$ cat src/verilog/vwMemPkg.sv
package vwMemPkg;

   // buffer of 256 words, top address bit picks the half
   localparam int MEM_ADDR_W = 8;
   localparam int HALF_ADDR_W = MEM_ADDR_W - 1;

   // iteration and period counters
   localparam int PERIOD_W = 8;

   // stream and buffer word
   localparam int DATA_W = 32;

   typedef logic [MEM_ADDR_W-1:0] memAddrT;

   // start, increment, shift and length fields live inside one half
   typedef logic [HALF_ADDR_W-1:0] halfAddrT;

   typedef logic [PERIOD_W-1:0] periodT;

   typedef logic [DATA_W-1:0] dataT;

endpackage
$ cat src/verilog/streamCapture.sv
`timescale 1ns/1ps

module streamCapture
(
   input  logic               clk,
   input  logic               rst,
   input  logic               run,
   input  logic               capHalf,
   input  vwMemPkg::periodT   iterations,
   input  vwMemPkg::periodT   period,
   input  vwMemPkg::halfAddrT start,
   input  vwMemPkg::halfAddrT incr,
   input  vwMemPkg::halfAddrT shift,
   input  logic               reverse,
   input  vwMemPkg::dataT     inData,
   output logic               wrEn,
   output vwMemPkg::memAddrT  wrAddr,
   output vwMemPkg::dataT     wrData,
   output logic               captureDone
);
   import vwMemPkg::*;

   memAddrT genStart;
   memAddrT genAddr;
   logic    genValid;

   function automatic halfAddrT reverseBits(input halfAddrT word);
      halfAddrT res;
      for (int i = 0; i < HALF_ADDR_W; i++)
         res[i] = word[HALF_ADDR_W-1-i];
      return res;
   endfunction

   assign genStart = {capHalf, start};

   addrGen gen
   (
      .clk        (clk),
      .rst        (rst),
      .run        (run),
      .start      (genStart),
      .iterations (iterations),
      .period     (period),
      .incr       (incr),
      .shift      (shift),
      .valid      (genValid),
      .addr       (genAddr),
      .done       (captureDone)
   );

   // reversal stays inside the half
   assign wrAddr = reverse ?
      {genAddr[MEM_ADDR_W-1], reverseBits(genAddr[HALF_ADDR_W-1:0])} : genAddr;

   assign wrEn = genValid;
   assign wrData = inData;

endmodule

$ cat src/verilog/addrGen.sv
`timescale 1ns/1ps

module addrGen
(
   input  logic               clk,
   input  logic               rst,
   input  logic               run,
   input  vwMemPkg::memAddrT  start,
   input  vwMemPkg::periodT   iterations,
   input  vwMemPkg::periodT   period,
   input  vwMemPkg::halfAddrT incr,
   input  vwMemPkg::halfAddrT shift,
   output logic               valid,
   output vwMemPkg::memAddrT  addr,
   output logic               done
);
   import vwMemPkg::*;

   typedef enum logic {IDLE, RUN} genStateT;

   genStateT state;
   periodT   perCnt;
   periodT   iterCnt;
   periodT   perLast;
   periodT   iterLast;
   halfAddrT offset;
   logic     half;
   logic     periodEnd;
   logic     lastAddr;

   assign perLast = period - 1'b1;
   assign iterLast = iterations - 1'b1;
   assign periodEnd = (perCnt == perLast);
   assign lastAddr = periodEnd && (iterCnt == iterLast);

   assign valid = (state == RUN);
   // half bit is fixed for the whole run
   assign addr = {half, offset};

   always_ff @(posedge clk or posedge rst)
   begin
      if (rst)
      begin
         state <= IDLE;
         done <= 1'b0;
         perCnt <= '0;
         iterCnt <= '0;
         offset <= '0;
         half <= 1'b0;
      end
      else
      begin
         done <= 1'b0;
         case (state)
            IDLE:
            begin
               if (run)
               begin
                  perCnt <= '0;
                  iterCnt <= '0;
                  offset <= start[HALF_ADDR_W-1:0];
                  half <= start[MEM_ADDR_W-1];
                  // empty pattern finishes at once
                  if ((iterations == '0) || (period == '0))
                     done <= 1'b1;
                  else
                     state <= RUN;
               end
            end
            RUN:
            begin
               if (periodEnd)
               begin
                  perCnt <= '0;
                  iterCnt <= iterCnt + 1'b1;
                  // shift on top of the step at a period boundary
                  offset <= offset + incr + shift;
               end
               else
               begin
                  perCnt <= perCnt + 1'b1;
                  offset <= offset + incr;
               end
               if (lastAddr)
               begin
                  state <= IDLE;
                  done <= 1'b1;
               end
            end
            default:
            begin
               state <= IDLE;
            end
         endcase
      end
   end

endmodule

$ cat config.mk
export PLATFORM = sky130hd
export DESIGN_NAME = streamCapture
export DESIGN_NICKNAME = d
export VERILOG_FILES = /design/src/verilog/vwMemPkg.sv /design/src/verilog/streamCapture.sv /design/src/verilog/addrGen.sv
export SDC_FILE = /design/constraint.sdc
export NUM_CORES = 1
export LEC_CHECK = 0
export ABC_AREA = 1
export BUFFER_PORTS_ARGS = -buffer_cell sky130_fd_sc_hd__buf_2
export CORE_MARGIN = 2
export CORE_UTILIZATION = 40
export DETAILED_ROUTE_END_ITERATION = 16
export GPL_TIMING_DRIVEN = 0
export PLACE_DENSITY = 0.65
export SYNTH_ARGS = -nofsm -noshare
export SYNTH_HDL_FRONTEND = slang
export SYNTH_HIERARCHICAL = 1
export SYNTH_SLANG_ARGS = --single-unit
export TNS_END_PERCENT = 30
$ cat constraint.sdc
create_clock -name clk -period 2.8 [get_ports clk]
set_input_delay 0.28 -clock clk [delete_from_list [all_inputs] [get_ports clk]]
set_output_delay 0.28 -clock clk [all_outputs]
set_load 0.1 [all_outputs]
==> results.json <==
{
  "status": "finished, final reports clean",
  "fmax_mhz": 381,
  "setup_slack_ns": 0.178,
  "fillerInstances": 727,
  "netlist_instances": 431,
  "final-instance-count-excl-fill": 620,
  "reg2reg_slack_ns": 0.18,
  "crit_family": "adder cells",
  "cts_hold_buf": 0,
  "cts_sinks": 26,
  "antenna_left": 0,
  "syn_area_um2": 2970,
  "rr_worst_depth": 19,
  "maxSlewViolCount": 0,
  "diodes": 0,
  "syn2layout_area_growth_pct": 22.5,
  "design.die.area_um2": 8140,
  "seq_area_um2": 653,
  "cts_tree": "yes",
  "setup_viol": 0,
  "cts.clk_slew.worst_paths_ns": 0.09,
  "clk_latency_ns": 0.27,
  "final_cell_mix": "126 x nand2_1, 83 x buf_2, 56 x inv_1",
  "dp_hpwl_mm": 5.72,
  "final_common_cell": "nand2_1",
  "leakagePower_nw": 2.03,
  "htree_levels": 1,
  "cp.required_ns": 2.96,
  "overflow": 0,
  "synth.distinct_cells": 37,
  "drive_gt1_share_pct": 31.7,
  "grt_pass1_vias": 2607,
  "grt_usage_pct": 16.5,
  "reg2reg_from": "gen/offset[0]",
  "antenna_found_initial": 0,
  "grt_first_pass_wirelength_mm": 11.4,
  "wirelength_mm": 6.97,
  "start_kind": "register",
  "globalplace.congestion": 0.787,
  "period_needed_ns": 2.62,
  "die_y_um": 90.2,
  "crit_path_max_incr_delay_ns": 0.38,
  "r2r_end": "gen/offset[6]",
  "ioPinCount": 116,
  "cpMaxStageDelayCell": "dfrtp_1",
  "yosysSeqAreaShare_pct": 21.9,
  "fin_crit_sh_pct": 93.7,
  "tns_ns": 0,
  "rsz0062_at_grt": "yes",
  "path_class": "register to register",
  "fin_worst_skew_ns": 0.00473,
  "cp_cell_sequence": "ha_2, inv_1, fa_2, inv_2, a31o_2, xor2_2, inv_2, ha_4, nand2_1, inv_1, nand4_1, nand3_1, nand2_1, nand2_1, inv_1, nand3_1, nand2_1, nand3_1, nand2_1",
  "synth_seq_cells": 26,
  "min_path_cells": 3,
  "vias": 2844,
  "nets": 615,
  "rows": 31,
  "drc_errors": 0,
  "preCtsSetupSlack_ns": 0.0195,
  "peakVddDrop_v": 0.000664,
  "slew_headroom_pct": 33.4,
  "cp_num_buf_inv": 5,
  "place_inst": 613,
  "synth.avg_cell_area_um2": 6.90,
  "cp_max_fo": 2,
  "multiInputGateArea_um2": 1870,
  "hp-class": "primary input to register",
  "initial_core_util_pct": 41.2,
  "vias_per_cell": 4.59,
  "hold_violations": 0,
  "numCtsBuffers": 3,
  "grt_max_degree": 27,
  "final_util_pct": 50.5,
  "worstHoldStart": "capHalf",
  "cap_viol_max_count": 0,
  "crit_path_end_kind": "register",
  "drt_pre_antenna_iters": 4,
  "core_um2": 7210,
  "yosys_warnings": 6,
  "port_buffers": 83,
  "critPathMostFrequentCell": "nand2_1",
  "powerDensity_nw_per_um2": 854,
  "clk_path_buf_depth": 2,
  "whs_endpoint": "gen/half",
  "clock-root-buffer": "clkbuf_8",
  "wl_per_cell_um": 11.2,
  "arrival_ns": 2.78,
  "die_w_um": 90.2,
  "initialDrtViolationCount": 97,
  "syn_nets": 524,
  "max_slew.worst_pin.slew_ns": 0.998
}
-- per-stage QoR --
stage / hold WS (ns) / power (mW) / instance area (µm²)
3_3_place_gp: 0.463 / 2.71 / 3510
2_1_floorplan: 0.320 / 2.35 / 2980
6_report: 0.221 / 3.11 / 3640
5_1_grt: 0.232 / 3.39 / 3640
3_5_place_dp: 0.469 / 2.75 / 3510
4_1_cts: 0.218 / 3.01 / 3580
-- worst min-delay path: cells and delay by family --
kind / cells / cell delay [ns]
AND/OR/NAND/NOR: 2 / 0.10
buffers and inverters: 1 / 0.08
-- cell usage after synthesis, drive strengths merged --
cell	number	share of area, %
o21ai	9	1.5
buf	34	8.6
fa	2	1.3
mux2i	1	0.34
nand2	133	18
xor2	17	5.0
o22ai	6	1.3
dfrtp	26	22
nor3	2	0.34
o211ai	1	0.25
or2	3	0.63
a21o	1	0.25
clkbuf	2	0.29
nor2	27	5.7
a31o	1	0.29
nand4	11	2.3
o21bai	1	0.25
inv	62	7.8
xnor2	15	4.4
a21oi	7	1.3
nand3b	5	1.3
xnor3	2	1.5
a31oi	2	0.42
nand3	43	7.8
ha	17	7.2
clkinv	1	0.13
-- power breakdown --
group | internal, mW | switching, mW
Sequential | 0.494 | 0.135
Clock | 0.126 | 0.115
Combinational | 0.778 | 1.46
-- logic make-up after synthesis --
| family | share of synthesized area, % |
|---|---|
| AO/OA/AOI/OAI | 5.55 |
| XOR/XNOR | 10.9 |
| adder cells (fa/ha/maj) | 8.50 |
| buffers and inverters | 16.8 |
| flip-flops | 21.9 |
| multiplexers | 0.337 |
| AND/OR/NAND/NOR | 36.0 |
-- state kept, by name (all words and copies together) (netlist names) --
register and count:
gen/valid 1, gen/done 1, gen/perCnt 8, gen/iterCnt 8
gen/half 1, gen/offset 7
-- area by class of cell --
| class | count | area share [%] |
|---|---|---|
| clock buffer | 4 | 1.51 |
| buffer | 36 | 7.25 |
| inverter | 63 | 6.49 |
| sequential | 26 | 17.9 |
| multi-input combinational | 306 | 51.4 |
| tap | 99 | 3.40 |
| timing repair buffer | 86 | 12.0 |
-- per-layer routing --
| layer | wire length (µm) | GRT usage [%] | up-vias |
|---|---|---|---|
| met5 | 0 | 0 | - |
| met4 | 27 | 2.69 | 0 |
| met3 | 338 | 2.43 | 2 |
| met2 | 3360 | 29.7 | 77 |
| met1 | 3240 | 21.3 | 1253 |
| li1 | - | - | 1512 |
-- repair_timing --
item	CTS	global route
setup buffers	1	2
gates resized for setup	0	11
pin swaps	0	0
gates cloned	0	0
endpoints found under the setup margin	1	2
-- worst max-delay path by stage --
stage,depth (start not counted),start,to,slack (ns)
global route,18,gen/offset[3],gen/offset[6],-0.01
detailed placement,19,gen/offset[0],gen/offset[6],0.02
global placement,19,gen/offset[0],gen/offset[6],0.05
floorplan,18,gen/offset[3],gen/offset[6],0.13
CTS,19,gen/offset[0],gen/offset[6],0.06
finish,19,gen/offset[0],gen/offset[6],0.18
No activity file was read; power rests on OpenSTA's default activity.
