===== config.mk =====
export PLATFORM = sky130hd
export DESIGN_NAME = burstReader
export DESIGN_NICKNAME = d
export VERILOG_FILES = /design/src/verilog/vwBusPkg.sv /design/src/verilog/vwMemPkg.sv /design/src/verilog/burstReader.sv
export SDC_FILE = /design/constraint.sdc
export NUM_CORES = 1
export LEC_CHECK = 0
export BUFFER_PORTS_ARGS = -buffer_cell sky130_fd_sc_hd__buf_2
export CORE_ASPECT_RATIO = 0.5
export CORE_MARGIN = 1.5
export CORE_UTILIZATION = 40
export DETAILED_ROUTE_END_ITERATION = 10
export PLACE_DENSITY = 0.72
export SYNTH_ARGS = -nofsm -noshare
export SYNTH_HDL_FRONTEND = slang
export SYNTH_SLANG_ARGS = --single-unit

===== constraint.sdc =====
create_clock -name clk -period 3.5 [get_ports clk]
set_input_delay 0.175 -clock clk [delete_from_list [all_inputs] [get_ports clk]]
set_output_delay 0.175 -clock clk [all_outputs]
set_load 0.03 [all_outputs]

===== src/verilog/vwBusPkg.sv =====
package vwBusPkg;

   // external word address
   localparam int EXT_ADDR_W = 16;

   // credits granted at reset, also the bound on unreturned beats
   localparam int BUS_CREDITS = 4;
   localparam int CREDIT_W = $clog2(BUS_CREDITS + 1);

   localparam int BURST_LEN_W = 8;

   typedef logic [EXT_ADDR_W-1:0] extAddrT;

   typedef logic [CREDIT_W-1:0] creditT;

   typedef logic [BURST_LEN_W-1:0] burstLenT;

endpackage


===== src/verilog/vwMemPkg.sv =====
package vwMemPkg;

   // buffer of 256 words, top address bit picks the half
   localparam int MEM_ADDR_W = 8;
   localparam int HALF_ADDR_W = MEM_ADDR_W - 1;

   // iteration and period counters
   localparam int PERIOD_W = 8;

   // stream and buffer word
   localparam int DATA_W = 32;

   typedef logic [MEM_ADDR_W-1:0] memAddrT;

   // start, increment, shift and length fields live inside one half
   typedef logic [HALF_ADDR_W-1:0] halfAddrT;

   typedef logic [PERIOD_W-1:0] periodT;

   typedef logic [DATA_W-1:0] dataT;

endpackage

===== src/verilog/burstReader.sv =====
`timescale 1ns/1ps

module burstReader
(
   input  logic              clk,
   input  logic              rst,
   input  logic              drainGo,
   input  logic              drainHalf,
   input  vwBusPkg::extAddrT extAddr,
   input  vwBusPkg::burstLenT length,
   input  vwMemPkg::dataT    rdData,
   input  logic              busCredit,
   output logic              rdEn,
   output vwMemPkg::memAddrT rdAddr,
   output logic              busValid,
   output vwBusPkg::extAddrT busAddr,
   output vwMemPkg::dataT    busData,
   output logic              busLast,
   output logic              drainDone
);
   import vwMemPkg::*;
   import vwBusPkg::*;

   typedef enum logic [1:0] {IDLE, WAIT, DRAIN} rdStateT;

   rdStateT  state;
   creditT   credits;
   burstLenT rdCnt;
   burstLenT lenLast;
   logic     half;
   logic     lastRead;

   assign lenLast = length - 1'b1;
   assign lastRead = (rdCnt == lenLast);

   // a read needs a credit for its own beat and for the beat now on the bus
   assign rdEn = (state == DRAIN) && (credits > creditT'(busValid));
   assign rdAddr = {half, rdCnt[HALF_ADDR_W-1:0]};
   assign busData = rdData;

   assign drainDone = ((state == WAIT) && busLast) ||
                      ((state == IDLE) && drainGo && (length == '0));

   always_ff @(posedge clk or posedge rst)
   begin
      if (rst)
      begin
         state <= IDLE;
         credits <= creditT'(BUS_CREDITS);
         rdCnt <= '0;
         half <= 1'b0;
         busValid <= 1'b0;
         busLast <= 1'b0;
      end
      else
      begin
         busValid <= rdEn;
         busLast <= rdEn && lastRead;
         case ({busValid, busCredit})
            2'b10: credits <= credits - 1'b1;
            2'b01: credits <= credits + 1'b1;
            default: credits <= credits;
         endcase
         case (state)
            IDLE:
            begin
               if (drainGo && (length != '0))
               begin
                  half <= drainHalf;
                  rdCnt <= '0;
                  state <= DRAIN;
               end
            end
            DRAIN:
            begin
               if (rdEn)
               begin
                  rdCnt <= rdCnt + 1'b1;
                  if (lastRead)
                     state <= WAIT;
               end
            end
            WAIT:
            begin
               // last beat leaves the cycle after its read
               if (busLast)
                  state <= IDLE;
            end
            default:
            begin
               state <= IDLE;
            end
         endcase
      end
   end

   always_ff @(posedge clk)
   begin
      if (rdEn)
         busAddr <= extAddr + extAddrT'(rdCnt);
   end

endmodule


==> run summary <==
## Worst setup path
• **endpoint of the worst register-to-register path** rdCnt[5]$_DFFE_PP0P_
• **crit path launch type** flip-flop
• **CP Data Required Time** 3.62 ns
• **Worst Path Arrival** 2.59 ns
• **launching instance or port of the critical path** credits[0]$_DFFE_PP0P_
• **class of the most critical setup path** flip-flop to flip-flop
• **FF-to-FF path depth** 7
• **startpoint of the worst register-to-register path** credits[0]$_DFFE_PP0P_
• **register-to-register path setup slack** 1.03 ns
• **crit end category** flip-flop
• **maximum fanout count along the critical path** 3

## STA
• **TNS Setup** 0 ns
• **skew final** 0.00519 ns
• **final cycle utilization of the critical path** 70.6%
• **Hold Worst Slack** 0.132 ns
• **final-report max-slew violation count** 0
• **slew at the pin with the worst max-slew slack** 0.970 ns
• **unrepaired setup endpoints after global routing** no
• **max frequency** 0.405 GHz
• **final hold vios** 0
• **Period minus WS final** 2.47 ns
• **number of setup violations in the final report** 0
• **Rel. slew slack** 35.1%

## Yosys
• **Avg Cell Area, Syn** 9.75 um^2
• **area share of the largest cell type after synthesis** 20.1%
• **most frequent cell after synthesis** sky130_fd_sc_hd__buf_4
• **share of async-settable or async-resettable flops after synthesis** 50.0%
• **number of synthesized flops with an enable pin** 16
• **number of distinct library cells after synthesis** 46
• **instance count of the mapped netlist** 245
• **cell taking the most area after synthesis** sky130_fd_sc_hd__edfxtp_1
• **post-synthesis register bit count** 32
• **list of most frequent post-synthesis cells** sky130_fd_sc_hd__buf_4, sky130_fd_sc_hd__edfxtp_1, sky130_fd_sc_hd__inv_1, sky130_fd_sc_hd__xor2_1
• **post-synth design cell area** 2390 um^2
• **total of warnings raised by yosys** 0
• **most area-consuming cells after synthesis** sky130_fd_sc_hd__edfxtp_1, sky130_fd_sc_hd__dfrtp_1, sky130_fd_sc_hd__buf_4
• **leading register cell type out of synthesis** sky130_fd_sc_hd__edfxtp_1
• **syn nets** 321
• **sequential cell area fraction in the yosys report** 36.9%

## GRT
• **largest net degree at the start of global routing** 23
• **wire length of the first global-routing pass** 8.58 mm
• **via count of the first global-routing pass** 1758
• **Remaining Overflow, GRT** 0
• **antenna violations before repair** 0
• **all-layer global routing usage** 17.0%

## Placed design
• **count of placed standard cells including taps** 333
• **half-perimeter wire length after placement** 4.13 mm
• **cell area after placement** 2460 um^2
• **weighted congestion reported at the end of routability-driven placement** 0.854
• **# port buffers** 56

## Hold path
• **path type of the worst min-delay path** primary input to flip-flop
• **depth of the worst hold-timing path** 2
• **Worst Hold Endpoint** half$_DFFE_PP0P_
• **start point of the worst hold path** drainHalf

## Power and ir drop
• **relative contribution of sequential cells to total power** 32.6%
• **relative contribution of combinational cells to total power** 48.6%
• **switching power** 974 uW
• **Lkg Pwr** 0.00118 uW
• **Cell Int Power** 1250 uW
• **Pwr Total** 2230 uW
• **largest vdd supply drop** 0.327 mV
• **part of the total power dissipated in the clock network** 18.8%
• **Power Density** 853 nW/um^2
• **Sw Ratio** 43.7%

## Routing
• **final routed DRC violation total** 0
• **First DRT Iteration DRCs** 98
• **routed wire length** 5.29 mm
• **routed via count** 1797
• **WL per Instance** 15.5 um
• **detailed-router iteration count before antenna repair** 7
• **post-detailed-route count of antenna-violating nets** 0
• **number of vias per cell** 5.25

## Clock tree
• **number of buffers on the longest clock path** 2
• **number of buffers added by the clock tree synthesis step** 5
• **clock latency on the worst-skew pair** 0.28 ns
• **Sink Count** 32
• **number of post-CTS setup repair buffers** 0
• **CTS tree** done
• **H-tree lvl count** 2
• **post-CTS clock slew at the launch and capture registers of the worst setup and hold paths** 0.05 ns
• **clock tree root buffer cell** sky130_fd_sc_hd__clkbuf_16

## Finish
• **Final Instance Area** 2610 um^2
• **ratio of cells with drive above 1 in the final layout** 26.8%
• **final net count** 344
• **antenna fix cells** 0
• **number of non-filler instances in the completed layout** 342
• **area taken by multi-input logic gates** 1140 um^2
• **area added between synthesis and finish** 9.27%
• **register area** 882 um^2
• **Fillers** 532

## Floorplanning
• **Die Ht** 57.7 um
• **Cell Rows** 19
• **core area** 5610 um^2
• **overall die width** 112 um
• **I/O Pins** 121
• **initial standard-cell utilization of the core** 42.6%
• **total die area** 6480 um^2

## Run
• **max cap viols** 0

## Status
• **run status** finished, final reports clean

[state kept, by name (all words and copies together) (netlist names)]
register and count:
state 2, busLast 1, half 1, credits 3, busValid 1, rdCnt 8
busAddr 16
[cell usage in the layout, fill, tap and decap left out, types with 4 or more instances in the layout]
cell type	count
sky130_fd_sc_hd__nand2_1	11
sky130_fd_sc_hd__nand3_1	8
sky130_fd_sc_hd__nor2_1	12
sky130_fd_sc_hd__buf_2	56
sky130_fd_sc_hd__a21o_1	4
sky130_fd_sc_hd__o21ai_0	13
sky130_fd_sc_hd__clkbuf_16	5
sky130_fd_sc_hd__a21oi_1	7
sky130_fd_sc_hd__and3_1	4
sky130_fd_sc_hd__xnor2_1	15
sky130_fd_sc_hd__edfxtp_1	16
sky130_fd_sc_hd__dfrtp_1	15
sky130_fd_sc_hd__inv_1	16
sky130_fd_sc_hd__ha_1	13
sky130_fd_sc_hd__nand4_1	6
sky130_fd_sc_hd__xor2_1	16
sky130_fd_sc_hd__nor3_1	5
sky130_fd_sc_hd__nor2b_1	4
[worst max-delay path: stages, from the launching register on]
cell and delay [ns]:
sky130_fd_sc_hd__dfrtp_1 0.41, sky130_fd_sc_hd__inv_1 0.06, sky130_fd_sc_hd__ha_1 0.26, sky130_fd_sc_hd__or2_2 0.30
sky130_fd_sc_hd__a2111oi_0 0.83, sky130_fd_sc_hd__nand3_1 0.21, sky130_fd_sc_hd__xor2_1 0.18, sky130_fd_sc_hd__nor2_1 0.05
[what timing repair did]
item                      CTS  global route
hold buffers                1             0
hold endpoints to repair   15             0
gates resized for setup     0             0
[logic make-up after synthesis]
| group | after synthesis | share of synthesized area [%] |
|---|---|---|
| AO/OA/AOI/OAI | 39 | 10.2 |
| AND/OR/NAND/NOR | 67 | 16.3 |
| XOR/XNOR | 31 | 11.4 |
| buffers and inverters | 58 | 15.4 |
| flip-flops | 32 | 36.9 |
| adder cells (fa/ha/maj) | 15 | 8.48 |
| multiplexers | 3 | 1.41 |
[power by group through the flow]
stage,logic (uW),clock network [uW],registers [uW]
after floorplan,710,0,918
after global placement,1060,0,724
after detailed placement,1090,0,734
after CTS,1090,424,729
after global routing,1180,443,748
final,1080,419,727
[area by class of cell]
class	instances	share of cell area, %
clock inverter	1	0.144
multi-input combinational	155	43.8
sequential	32	33.8
inverter	16	2.30
timing repair buffer	58	11.4
clock buffer	7	5.08
tap	73	3.50
[per-stage QoR]
| step | utilization (%) | worst slack [ns] |
|---|---|---|
| after floorplan | - | 0.242 |
| after global placement | 43.9 | 1.14 |
| after detailed placement | 43.9 | 1.05 |
| after CTS | 46.5 | 1.03 |
| after global routing | 46.5 | 0.791 |
| final | 46.5 | 1.03 |
[layer usage]
metal	up-vias	global-route usage [%]	part of all wire, %
met3	15	5.96	7.9
li1	863	-	-
met4	0	7.96	2.0
met1	847	19.3	41
met2	72	29.5	49
met5	-	0	0
[worst max path at each step]
stage	to	slack [ns]	depth (start not counted)
2_1_floorplan	rdCnt[4]$_DFFE_PP0P_	0.24	6
3_3_place_gp	rdCnt[7]$_DFFE_PP0P_	1.14	7
3_5_place_dp	rdCnt[5]$_DFFE_PP0P_	1.05	7
4_1_cts	rdCnt[5]$_DFFE_PP0P_	1.03	7
5_1_grt	rdCnt[5]$_DFFE_PP0P_	0.79	7
6_report	rdCnt[5]$_DFFE_PP0P_	1.03	7
Note: power is estimated with default switching activity, not from simulation.
